--- config.mk ---
export PLATFORM = sky130hd
export DESIGN_NAME = afu_supervisor
export DESIGN_NICKNAME = d
export VERILOG_FILES = /design/src/verilog/afu_error_pkg.sv /design/src/verilog/afu_mmio_pkg.sv /design/src/verilog/afu_supervisor.sv /design/src/verilog/mmio_regs.sv /design/src/verilog/done_control.sv /design/src/verilog/error_control.sv
export SDC_FILE = /design/constraint.sdc
export NUM_CORES = 1
export LEC_CHECK = 0
export ABC_AREA = 1
export BUFFER_PORTS_ARGS = -buffer_cell sky130_fd_sc_hd__buf_2
export CAP_MARGIN = 20
export CORE_AREA = 2 2 125 127
export CTS_CLUSTER_DIAMETER = 30
export CTS_CLUSTER_SIZE = 25
export DETAILED_ROUTE_END_ITERATION = 10
export DIE_AREA = 0 0 127 129
export PLACE_DENSITY = 0.74
export SLEW_MARGIN = 25
export SYNTH_ARGS = -nofsm -noshare
export SYNTH_HDL_FRONTEND = slang
export SYNTH_SLANG_ARGS = --single-unit
--- constraint.sdc ---
create_clock -name clock -period 1.91 [get_ports clock]
set_input_delay 0.191 -clock clock [delete_from_list [all_inputs] [get_ports clock]]
set_output_delay 0.191 -clock clock [all_outputs]
set_load 0.005 [all_outputs]
--- src/verilog/afu_error_pkg.sv ---
// afu error package: error source widths and the sticky error word layout
`default_nettype none

package afu_error_pkg;

  ////////////////////////////////////////
  // error source widths
  ////////////////////////////////////////

  // command response error field
  localparam int cmd_err_w  = 7;

  // data read error field
  localparam int rd_err_w   = 2;

  // job error field
  localparam int job_err_w  = 2;

  // register access errors
  // bit 0 bad address, bit 1 write to a read-only register
  localparam int mmio_err_w = 2;

  // reserved top of the error word
  localparam int err_rsvd_w = 64 - job_err_w - mmio_err_w - 1 - rd_err_w - cmd_err_w;

  ////////////////////////////////////////
  // error word layout
  ////////////////////////////////////////

  // msb down: reserved, job, mmio, write, read, command
  typedef struct packed {
    logic [err_rsvd_w-1:0] reserved;
    logic [job_err_w-1:0]  job_err;
    logic [mmio_err_w-1:0] mmio_err;
    logic                  wr_err;
    logic [rd_err_w-1:0]   rd_err;
    logic [cmd_err_w-1:0]  cmd_err;
  } error_fields_t;

endpackage : afu_error_pkg

`default_nettype wire
--- src/verilog/afu_mmio_pkg.sv ---
// afu mmio package: register map, widths and the two-view report word
`default_nettype none

package afu_mmio_pkg;

  ////////////////////////////////////////
  // register bus widths
  ////////////////////////////////////////

  // host register data width
  localparam int data_w  = 64;

  // host register address width
  localparam int addr_w  = 4;

  // completion count and total width
  localparam int count_w = 32;

  // reserved top of the status word
  localparam int stat_rsvd_w = data_w - 2 - count_w;

  ////////////////////////////////////////
  // register map
  ////////////////////////////////////////

  // sticky error word, clear on read
  localparam logic [addr_w-1:0] reg_error  = 4'd0;
  // running, done and count, read only
  localparam logic [addr_w-1:0] reg_status = 4'd1;
  // work item total, read write
  localparam logic [addr_w-1:0] reg_total  = 4'd2;

  ////////////////////////////////////////
  // report word views
  ////////////////////////////////////////

  // msb down: reserved, running, done, completed count
  typedef struct packed {
    logic [stat_rsvd_w-1:0] reserved;
    logic                   running;
    logic                   done;
    logic [count_w-1:0]     count;
  } status_fields_t;

  // one read word, decoded as error view or status view
  typedef union packed {
    afu_error_pkg::error_fields_t error_view;
    status_fields_t               status_view;
  } report_word_u;

endpackage : afu_mmio_pkg

`default_nettype wire

--- src/verilog/afu_supervisor.sv ---
// afu job supervisor top: error collector, completion tracker and host registers
`default_nettype none
`timescale 1ns/1ps

module afu_supervisor (
  input  logic                                clock,
  input  logic                                rst_n,
  input  logic                                job_running,
  input  logic [afu_error_pkg::job_err_w-1:0] job_error,
  input  logic [afu_error_pkg::cmd_err_w-1:0] cmd_error,
  input  logic [afu_error_pkg::rd_err_w-1:0]  rd_error,
  input  logic                                wr_error,
  input  logic                                item_done,
  input  logic                                mmio_valid,
  input  logic                                mmio_read,
  input  logic [afu_mmio_pkg::addr_w-1:0]     mmio_address,
  input  logic [afu_mmio_pkg::data_w-1:0]     mmio_write_data,
  output logic                                mmio_ack,
  output logic [afu_mmio_pkg::data_w-1:0]     mmio_read_data,
  output logic                                error_pending,
  output logic                                work_done
);

  import afu_error_pkg::*;
  import afu_mmio_pkg::*;

  // between the side blocks and the register block
  error_fields_t          error_word;
  logic [mmio_err_w-1:0]  mmio_error;
  logic                   error_read_ack;
  logic [count_w-1:0]     done_count;
  logic [count_w-1:0]     work_total;
  logic                   running_flag;
  logic                   status_read_ack;

  ////////////////////////////////////////
  // error collector
  ////////////////////////////////////////

  error_control u_error_control (
    .clock          (clock),
    .rst_n          (rst_n),
    .job_running    (job_running),
    .job_error      (job_error),
    .cmd_error      (cmd_error),
    .rd_error       (rd_error),
    .wr_error       (wr_error),
    .mmio_error     (mmio_error),
    .error_read_ack (error_read_ack),
    .error_word     (error_word),
    .error_pending  (error_pending)
  );

  ////////////////////////////////////////
  // completion tracker
  ////////////////////////////////////////

  done_control u_done_control (
    .clock           (clock),
    .rst_n           (rst_n),
    .job_running     (job_running),
    .item_done       (item_done),
    .work_total      (work_total),
    .status_read_ack (status_read_ack),
    .done_count      (done_count),
    .work_done       (work_done),
    .running_flag    (running_flag)
  );

  ////////////////////////////////////////
  // host registers
  ////////////////////////////////////////

  mmio_regs u_mmio_regs (
    .clock           (clock),
    .rst_n           (rst_n),
    .mmio_valid      (mmio_valid),
    .mmio_read       (mmio_read),
    .mmio_address    (mmio_address),
    .mmio_write_data (mmio_write_data),
    .error_word      (error_word),
    .done_count      (done_count),
    .work_done       (work_done),
    .running_flag    (running_flag),
    .mmio_ack        (mmio_ack),
    .mmio_read_data  (mmio_read_data),
    .work_total      (work_total),
    .error_read_ack  (error_read_ack),
    .status_read_ack (status_read_ack),
    .mmio_error      (mmio_error)
  );

endmodule : afu_supervisor

`default_nettype wire

--- src/verilog/mmio_regs.sv ---
// host register block decoding accesses and raising acks, read data and access errors
`default_nettype none
`timescale 1ns/1ps

module mmio_regs (
  input  logic                                 clock,
  input  logic                                 rst_n,
  input  logic                                 mmio_valid,
  input  logic                                 mmio_read,
  input  logic [afu_mmio_pkg::addr_w-1:0]      mmio_address,
  input  logic [afu_mmio_pkg::data_w-1:0]      mmio_write_data,
  input  afu_error_pkg::error_fields_t         error_word,
  input  logic [afu_mmio_pkg::count_w-1:0]     done_count,
  input  logic                                 work_done,
  input  logic                                 running_flag,
  output logic                                 mmio_ack,
  output logic [afu_mmio_pkg::data_w-1:0]      mmio_read_data,
  output logic [afu_mmio_pkg::count_w-1:0]     work_total,
  output logic                                 error_read_ack,
  output logic                                 status_read_ack,
  output logic [afu_error_pkg::mmio_err_w-1:0] mmio_error
);

  import afu_mmio_pkg::*;

  // request decode
  logic known_addr;
  logic read_only;
  logic bad_addr;
  logic wr_total;

  // request held for the ack cycle
  logic [addr_w-1:0] req_addr;
  logic              req_read;

  // read word in error or status view
  report_word_u read_word;

  ////////////////////////////////////////
  // strobe decode
  ////////////////////////////////////////

  assign known_addr = (mmio_address == reg_error) || (mmio_address == reg_status) ||
                      (mmio_address == reg_total);
  assign bad_addr   = mmio_valid && !known_addr;
  assign read_only  = mmio_valid && !mmio_read &&
                      ((mmio_address == reg_error) || (mmio_address == reg_status));
  assign wr_total   = mmio_valid && !mmio_read && (mmio_address == reg_total);

  // ack and side pulses one cycle after the strobe
  always_ff @(posedge clock) begin
    if (!rst_n) begin
      mmio_ack        <= 1'b0;
      error_read_ack  <= 1'b0;
      status_read_ack <= 1'b0;
      mmio_error      <= '0;
      work_total      <= '0;
    end else begin
      mmio_ack        <= mmio_valid;
      error_read_ack  <= mmio_valid && mmio_read && (mmio_address == reg_error);
      // status ack only once done is up
      status_read_ack <= mmio_valid && mmio_read && (mmio_address == reg_status) && work_done;
      mmio_error      <= {read_only, bad_addr};
      // new total visible right after this edge
      if (wr_total) begin
        work_total <= mmio_write_data[count_w-1:0];
      end
    end
  end

  // address and direction for the ack cycle
  always_ff @(posedge clock) begin
    if (mmio_valid) begin
      req_addr <= mmio_address;
      req_read <= mmio_read;
    end
  end

  ////////////////////////////////////////
  // read data assembly
  ////////////////////////////////////////

  // live word in the ack cycle
  // error clear lands on the next edge
  always_comb begin
    read_word = '0;
    if (mmio_ack && req_read) begin
      case (req_addr)
        reg_error: read_word.error_view = error_word;
        reg_status: begin
          read_word.status_view.running = running_flag;
          read_word.status_view.done    = work_done;
          read_word.status_view.count   = done_count;
        end
        reg_total: read_word = {{(data_w-count_w){1'b0}}, work_total};
        // bad address reads zero
        default: read_word = '0;
      endcase
    end
  end

  assign mmio_read_data = read_word;

  // no ack without a strobe the cycle before
  a_ack_after_valid : assert property (@(posedge clock) disable iff (!rst_n)
    mmio_ack |-> $past(mmio_valid));

endmodule : mmio_regs

`default_nettype wire

--- src/verilog/done_control.sv ---
// completion tracker: counts finished work items against the host total, raises done
`default_nettype none
`timescale 1ns/1ps

module done_control (
  input  logic                             clock,
  input  logic                             rst_n,
  input  logic                             job_running,
  input  logic                             item_done,
  input  logic [afu_mmio_pkg::count_w-1:0] work_total,
  input  logic                             status_read_ack,
  output logic [afu_mmio_pkg::count_w-1:0] done_count,
  output logic                             work_done,
  output logic                             running_flag
);

  import afu_mmio_pkg::*;

  // total set and count reached it
  logic at_total;
  // ack seen last cycle, clear on this edge
  logic clear_pending;

  assign at_total = (work_total != '0) && (done_count >= work_total);

  ////////////////////////////////////////
  // item counter and done flag
  ////////////////////////////////////////

  always_ff @(posedge clock) begin
    if (!rst_n) begin
      done_count    <= '0;
      work_done     <= 1'b0;
      clear_pending <= 1'b0;
    end else begin
      clear_pending <= status_read_ack;
      if (clear_pending) begin
        // self clear one cycle after the host saw done
        done_count <= '0;
        work_done  <= 1'b0;
      end else begin
        // holds at the total until cleared
        if (item_done && job_running && !at_total) begin
          done_count <= done_count + count_w'(1);
        end
        work_done <= at_total;
      end
    end
  end

  // job enable, one cycle late
  always_ff @(posedge clock) begin
    if (!rst_n) begin
      running_flag <= 1'b0;
    end else begin
      running_flag <= job_running;
    end
  end

  // count against the total held in the register block
  a_count_le_total : assert property (@(posedge clock) disable iff (!rst_n)
    (work_total != '0) |-> (done_count <= work_total));

endmodule : done_control

`default_nettype wire

--- src/verilog/error_control.sv ---
// error collector: sticky error bits gathered while the job runs, cleared on host read
`default_nettype none
`timescale 1ns/1ps

module error_control (
  input  logic                                 clock,
  input  logic                                 rst_n,
  input  logic                                 job_running,
  input  logic [afu_error_pkg::job_err_w-1:0]  job_error,
  input  logic [afu_error_pkg::cmd_err_w-1:0]  cmd_error,
  input  logic [afu_error_pkg::rd_err_w-1:0]   rd_error,
  input  logic                                 wr_error,
  input  logic [afu_error_pkg::mmio_err_w-1:0] mmio_error,
  input  logic                                 error_read_ack,
  output afu_error_pkg::error_fields_t         error_word,
  output logic                                 error_pending
);

  import afu_error_pkg::*;

  // bits arriving this cycle
  error_fields_t incoming;
  // word after this edge
  error_fields_t next_word;

  ////////////////////////////////////////
  // incoming error bits
  ////////////////////////////////////////

  always_comb begin
    incoming = '0;
    // job side sources only count while running
    if (job_running) begin
      incoming.job_err = job_error;
      incoming.cmd_err = cmd_error;
      incoming.rd_err  = rd_error;
      incoming.wr_err  = wr_error;
    end
    // host access errors are always kept
    incoming.mmio_err = mmio_error;
  end

  // read ack clears, set wins over clear
  always_comb begin
    next_word = error_read_ack ? '0 : error_word;
    next_word = next_word | incoming;
  end

  ////////////////////////////////////////
  // sticky word and pending flag
  ////////////////////////////////////////

  always_ff @(posedge clock) begin
    if (!rst_n) begin
      error_word    <= '0;
      error_pending <= 1'b0;
    end else begin
      error_word    <= next_word;
      // tracks the word on the same edge
      error_pending <= |next_word;
    end
  end

  // reserved field never picks up a bit
  a_reserved_zero : assert property (@(posedge clock) disable iff (!rst_n)
    error_word.reserved == '0);

endmodule : error_control

`default_nettype wire

# After elaboration in Yosys (flattened, before gate mapping)
# Index checks and enable logic that the tools add are counted.
[op_classes] add_sub_neg=1 order_cmp=1 n_eq_ne=4 mux=6 bitwise_logic=2 reduce_logical=22
[ops] op="64-bit two-way mux" count=2
[ops] op="34-bit case mux with 3 select lines" count=1
[ops] op="64-bit by 14-bit bitwise OR with 64-bit output" count=1
[ops] op="64-bit OR reduction" count=1
[ops] op="32-bit by 1-bit adder with 32-bit output (second input constant)" count=1
[ops] op="32-bit >= comparator" count=1
[ops] op="32-bit nonzero test" count=1
[ops] op="30-bit two-way mux" count=1
[ops] op="1-bit logical AND" count=12
[ops] op="10-bit two-way mux" count=1
[ops] op="4-bit by 1-bit equality test with 1-bit output (second input constant)" count=2
[ops] op="4-bit by 2-bit equality test with 1-bit output (second input constant)" count=2
[ops] op="4-bit logical NOT" count=2
[ops] op="1-bit logical NOT" count=3
[ops] op="1-bit logical OR" count=2
[ops] op="2-bit two-way mux" count=1
[ops] op="2-bit OR reduction" count=1
[ops] op="1-bit inverter" count=1
[word_totals] reg_bits=142 input_bits=86 out_inout_bits=67 word_cells=54

# Logic depth before layout (Yosys ltp)
[depth] ltp_word=5 mapped_depth=19 mapped_depth_nobuf=18

# By module
# A second synthesis with hierarchy kept.
[unflattened] hier_cells=1284 area_unflattened_um2=8104.0
[by_module_without_submodules] module="mmio_regs" n_inst=1 cells_per_inst=526 area_per_inst_um2=3007.9
[by_module_without_submodules] module="done_control" n_inst=1 cells_per_inst=462 area_per_inst_um2=2861.5
[by_module_without_submodules] module="error_control" n_inst=1 cells_per_inst=296 area_per_inst_um2=2234.6

# Worst setup path after synthesis
# No wires, ideal clock.
[synth_timing] path_kind="register -> register" startpoint="register u_mmio_regs.work_total[7] (netlist name)" endpoint="register u_done_control.done_count[26] (netlist name)" arrival_time_ps=1718 setup_slack_ps=75 path_stages_with_launch=18 path_buffers=1 period_less_slack_ps=1835 cell_sequence="dfxtp_1 -> inv_1 -> ha_1 -> nand2_1 -> inv_1 -> nand2_1 -> nand2_1 -> nor2_1 -> nand2_1 -> nand2_1 -> nand2_1 -> nand2_1 -> nand2_1 -> nand2_1 -> clkbuf_1 -> nand3_1 -> nand2_1 -> nor2_1"
[synth_between] elab_chain_cells=4
[synth_lines] element="from (decl)" line_no="mmio_regs.sv:18" text="output logic [afu_mmio_pkg::count_w-1:0] work_total,"
[synth_lines] element="from (signal assigned)" line_no="mmio_regs.sv:66" text="work_total <= mmio_write_data[count_w-1:0];"
[synth_lines] element="32-bit >= comparator or 32-bit nonzero test (tied branches)" line_no="done_control.sv:24" text="assign at_total = (work_total != '0) && (done_count >= work_total);"
[synth_lines] element="1-bit logical AND *" line_no="done_control.sv:24"
[synth_lines] element="1-bit logical NOT *" line_no="done_control.sv:43" text="if (item_done && job_running && !at_total) begin"
[synth_lines] element="1-bit logical AND *" line_no="done_control.sv:43"
[synth_lines] element="to (signal assigned)" line_no="done_control.sv:44" text="done_count <= done_count + count_w'(1);"
[synth_lines] element="to (decl)" line_no="done_control.sv:12" text="output logic [afu_mmio_pkg::count_w-1:0] done_count,"
# Every way passes the cells marked *; elsewhere a longest branch is shown, timed or not.
# A chain may end at the register's enable or synchronous reset.

# Final worst setup path
[layout_timing] startpoint="register u_mmio_regs.req_addr[3]" endpoint="output mmio_read_data[11] (netlist name)"
[layout_between] elab_chain_cells=3
[layout_lines] element="from (decl)" line_no="mmio_regs.sv:33" text="logic [addr_w-1:0] req_addr;"
[layout_lines] element="from (signal assigned)" line_no="mmio_regs.sv:74" text="req_addr <= mmio_address;"
[layout_lines] element="4-bit by 2-bit equality test with 1-bit output, or another cell as far along" line_no="mmio_regs.sv:88" text="case (req_addr)"
[layout_lines] element="34-bit case mux with 3 select lines *" line_no="mmio_regs.sv:88"
[layout_lines] element="64-bit two-way mux *" line_no="mmio_regs.sv:87" text="if (mmio_ack && req_read) begin"
[layout_lines] element="to (decl)" line_no="afu_supervisor.sv:19" text="output logic [afu_mmio_pkg::data_w-1:0] mmio_read_data,"
# Marked as above.

==> run_results.csv <==
group,metric,value,unit
run,cap_viol_max_count,0,
clocking,cts_sinks,142,
placed_design,preCtsSetupSlack,-0.108,ns
logic_synthesis,avgSynthCellArea,6.61,um2
pwr,p_clk_share,45.7,%
sta,period_needed,2.17,ns
sta,holdWs,0.0416,ns
clocking,clock_path_buffers,2,
layout,utilization,72.3,%
sta,tightest_slew,0.649,ns
logic_synthesis,yosysMostFrequentCell,"nand2_1",
logic_synthesis,synthesis.nets,1234,
pwr,vdd_drop_max,0.000649,V
logic_synthesis,dominantRegCellSynth,"dfxtp_1",
logic_synthesis,netlist_area,7370,um2
pwr,swShare,26.4,%
sta,finalHoldViolCount,0,
setup_path,cp_max_fo,5,
pwr,seq_power_share,39.7,%
grt,grt_overflow,0,
routing,vias,8484,
setup_path,slowest_delay,0.37,ns
routing,drtIter0Drc,707,
layout,fill_cells,1053,
placed_design,gp_congestion,0.910,
layout,multiInputGateArea,4720,um2
pwr,power.density,714,nW/um2
sta,period_share,113,%
sta,fin_setup_tns,-14.48,ns
clocking,clkLatencyLatePin,0.43,ns
setup_path,cp_data_required_time,1.72,ns
sta,fin_worst_skew,0.00818,ns
sta,setup_viol,97,
placed_design,io_buffers,120,
pwr,p_leak,0.00505,uW
logic_synthesis,ys_seq_area_share,39.2,%
routing,wl_per_cell,17.5,um
floorplanning,placementRows,45,
status,status,"complete, but fails checks",
logic_synthesis,synth_top_cell_by_area,"dfxtp_1",
setup_path,cp_data_arrival_time,1.98,ns
floorplanning,die_area,16400,um2
setup_path,end_kind,"output port",
routing,postRouteAntennaNets,0,
grt,grt_max_degree,67,
placed_design,hpwl,15700,um
pwr,fin_total_pwr,7730,uW
floorplanning,die_w,127,um
layout,area_growth,46.9,%
floorplanning,ios,153,
routing,routed_wl,26500,um
logic_synthesis,syn_inst,1115,
sta,fmax,462,MHz
grt,grt_pass1_vias,7693,
logic_synthesis,synthArstFlopShare,0,%
grt,grt_usage,29.1,%
layout,nets,1434,
clocking,clkSlewWorstSetupHoldPaths,0.06,ns
routing,post-route-drc-count,0,
logic_synthesis,synth_edf_count,5,
logic_synthesis,netlist.area_leader.share,37.2,%
routing,vias_per_cell,5.60,
floorplanning,coreArea,15000,um2
sta,max_slew_margin,56.7,%
logic_synthesis,synth_area_leaders,"dfxtp_1 37%, nand2_1 15%, nor2_1 8.8%, inv_1 7.1%, ha_1 5.6%",
pwr,p_switching,2040,uW
status,failed_checks,"negative setup slack",
clocking,cts_buffers,17,
setup_path,path_cells,"nor2_2 -> buf_4 -> nand3_4 -> buf_12 -> buf_16 -> o211ai_1 -> nand2_1 -> inv_1 -> buf_2",
setup_path,worstSetupPathType,"reg2out",
logic_synthesis,ys_ff_latch,142,
clocking,cts_tree,"done",
grt,antenna_found_initial,0,
routing,dr.pass1.iters,5,
setup_path,cp_slowest_cell,"edfxtp_1",
layout,n_antenna_cell,0,
layout,register_area,2920,um2
hold_path,hold_class,"in2reg",
sta,rsz0062_at_grt,"true",
logic_synthesis,ys_top_cells_by_count,"304 x nand2_1, 173 x nor2_1, 139 x inv_1, 137 x dfxtp_1, 66 x o21ai_0",
layout,drive_gt1_share,36.7,%
logic_synthesis,yosys_warnings,0,
sta,finalMaxSlewViolations,0,
floorplanning,initial_core_util,49.2,%
clocking,root_buffer,"clkbuf_16",
grt,grt_pass1_wl,37500,um
sta,setup_ws,-0.257,ns
logic_synthesis,synth_cell_types,32,
floorplanning,die_y,129,um
pwr,p_comb_share,14.7,%
pwr,p_int,5690,uW
clocking,htree_levels,4,
setup_path,start_kind,"flip-flop",
## routing by layer
metal	part of all wire, %	up-vias	global-route usage, %
li1	-	3981	-
met1	39	3955	36.1
met2	48	441	48.1
met3	8.5	107	7.78
met4	4.4	0	12.5
met5	0	-	0
## power groups by stage
| stage | clock network [uW] | registers [uW] | logic [uW] |
|---|---|---|---|
| 2_1_floorplan | 0 | 3120 | 358 |
| 3_3_place_gp | 0 | 3120 | 595 |
| 3_5_place_dp | 0 | 3120 | 603 |
| 4_1_cts | 3520 | 3060 | 963 |
| 5_1_grt | 3680 | 3070 | 1190 |
| 6_report | 3530 | 3070 | 1140 |
## cells in the final DEF, fill, tap and decap left out, drive strengths merged
| master | n |
|---|---|
| nand2 | 305 |
| buf | 223 |
| nor2 | 176 |
| inv | 142 |
| dfxtp | 137 |
| o21ai | 66 |
| a21oi | 65 |
| nand3 | 38 |
| ha | 33 |
| nand4 | 32 |
| nor3 | 31 |
| clkbuf | 25 |
| o211ai | 14 |
| nor4 | 8 |
| a22oi | 6 |
| clkinv | 6 |
| dlygate4sd3 | 5 |
| edfxtp | 5 |
| bufinv | 3 |
| nand3b | 2 |
| o22ai | 1 |
| o221ai | 1 |
| o21a | 1 |
| xor2 | 1 |
| nor3b | 1 |
| clkinvlp | 1 |
## through the flow
step,area [um2],cells
after floorplan,7370,1115
after global placement,8660,1451
after detailed placement,8660,1451
after CTS,10000,1509
after global routing,10800,1516
final,10800,1516
## state kept, by name (all words and copies together), names as in the netlist, 2 cells and up
name,cells
u_mmio_regs.mmio_error,2
u_mmio_regs.req_addr,4
u_mmio_regs.work_total,32
u_error_control.error_word,64
u_done_control.done_count,32
## final cells by class
type | instances | share of cell area [%]
multi-input combinational | 781 | 43.6
sequential | 142 | 27.0
timing repair buffer | 231 | 16.4
inverter | 142 | 5.11
clock buffer | 22 | 4.39
tap | 188 | 2.17
clock inverter | 10 | 1.39
## worst max-delay path: cells and delay by family (launching register included)
family,cells,cell delay (ns)
DFF,1,0.37
buffers and inverters,5,0.62
AOI/OAI and AO/OA,1,0.19
and+or+nand+nor,3,0.35
## logic make-up (layout without fill, tap and decap cells)
group                      count (synthesis)  in the layout  synth area share, %
xor gates and xnor gates                   1              1                0.119
DFF                                      142            142                 39.2
AOI/OAI and AO/OA                        154            154                 11.2
adders and majority gates                 33             33                 5.60
buffers and inverters                    192            405                 9.86
and+or+nand+nor                          593            593                 33.9
## path summary, 6_finish.rpt
kind	from	endpoint	slack [ns]	depth (start not counted)
max	u_mmio_regs.req_addr[3]	mmio_read_data[11]	-0.26	9
min	cmd_error[1]	u_error_control.error_word[1]	0.04	3
max reg2reg	u_mmio_regs.work_total[31]	u_done_control.done_count[0]	-0.22	11
min reg2reg	u_mmio_regs.status_read_ack	u_done_control.clear_pending	0.44	2
## repair_timing
action / 4_1_cts / 5_1_grt
hold buffers: 5 / 0
cloned: 10 / 4
setup buffers: 11 / 7
gates resized for setup: 138 / 199
endpoints found under the hold margin: 6 / 0
pin swaps: 30 / 59
setup endpoints to repair: 96 / 98
Power figures use the tool's default switching activity.
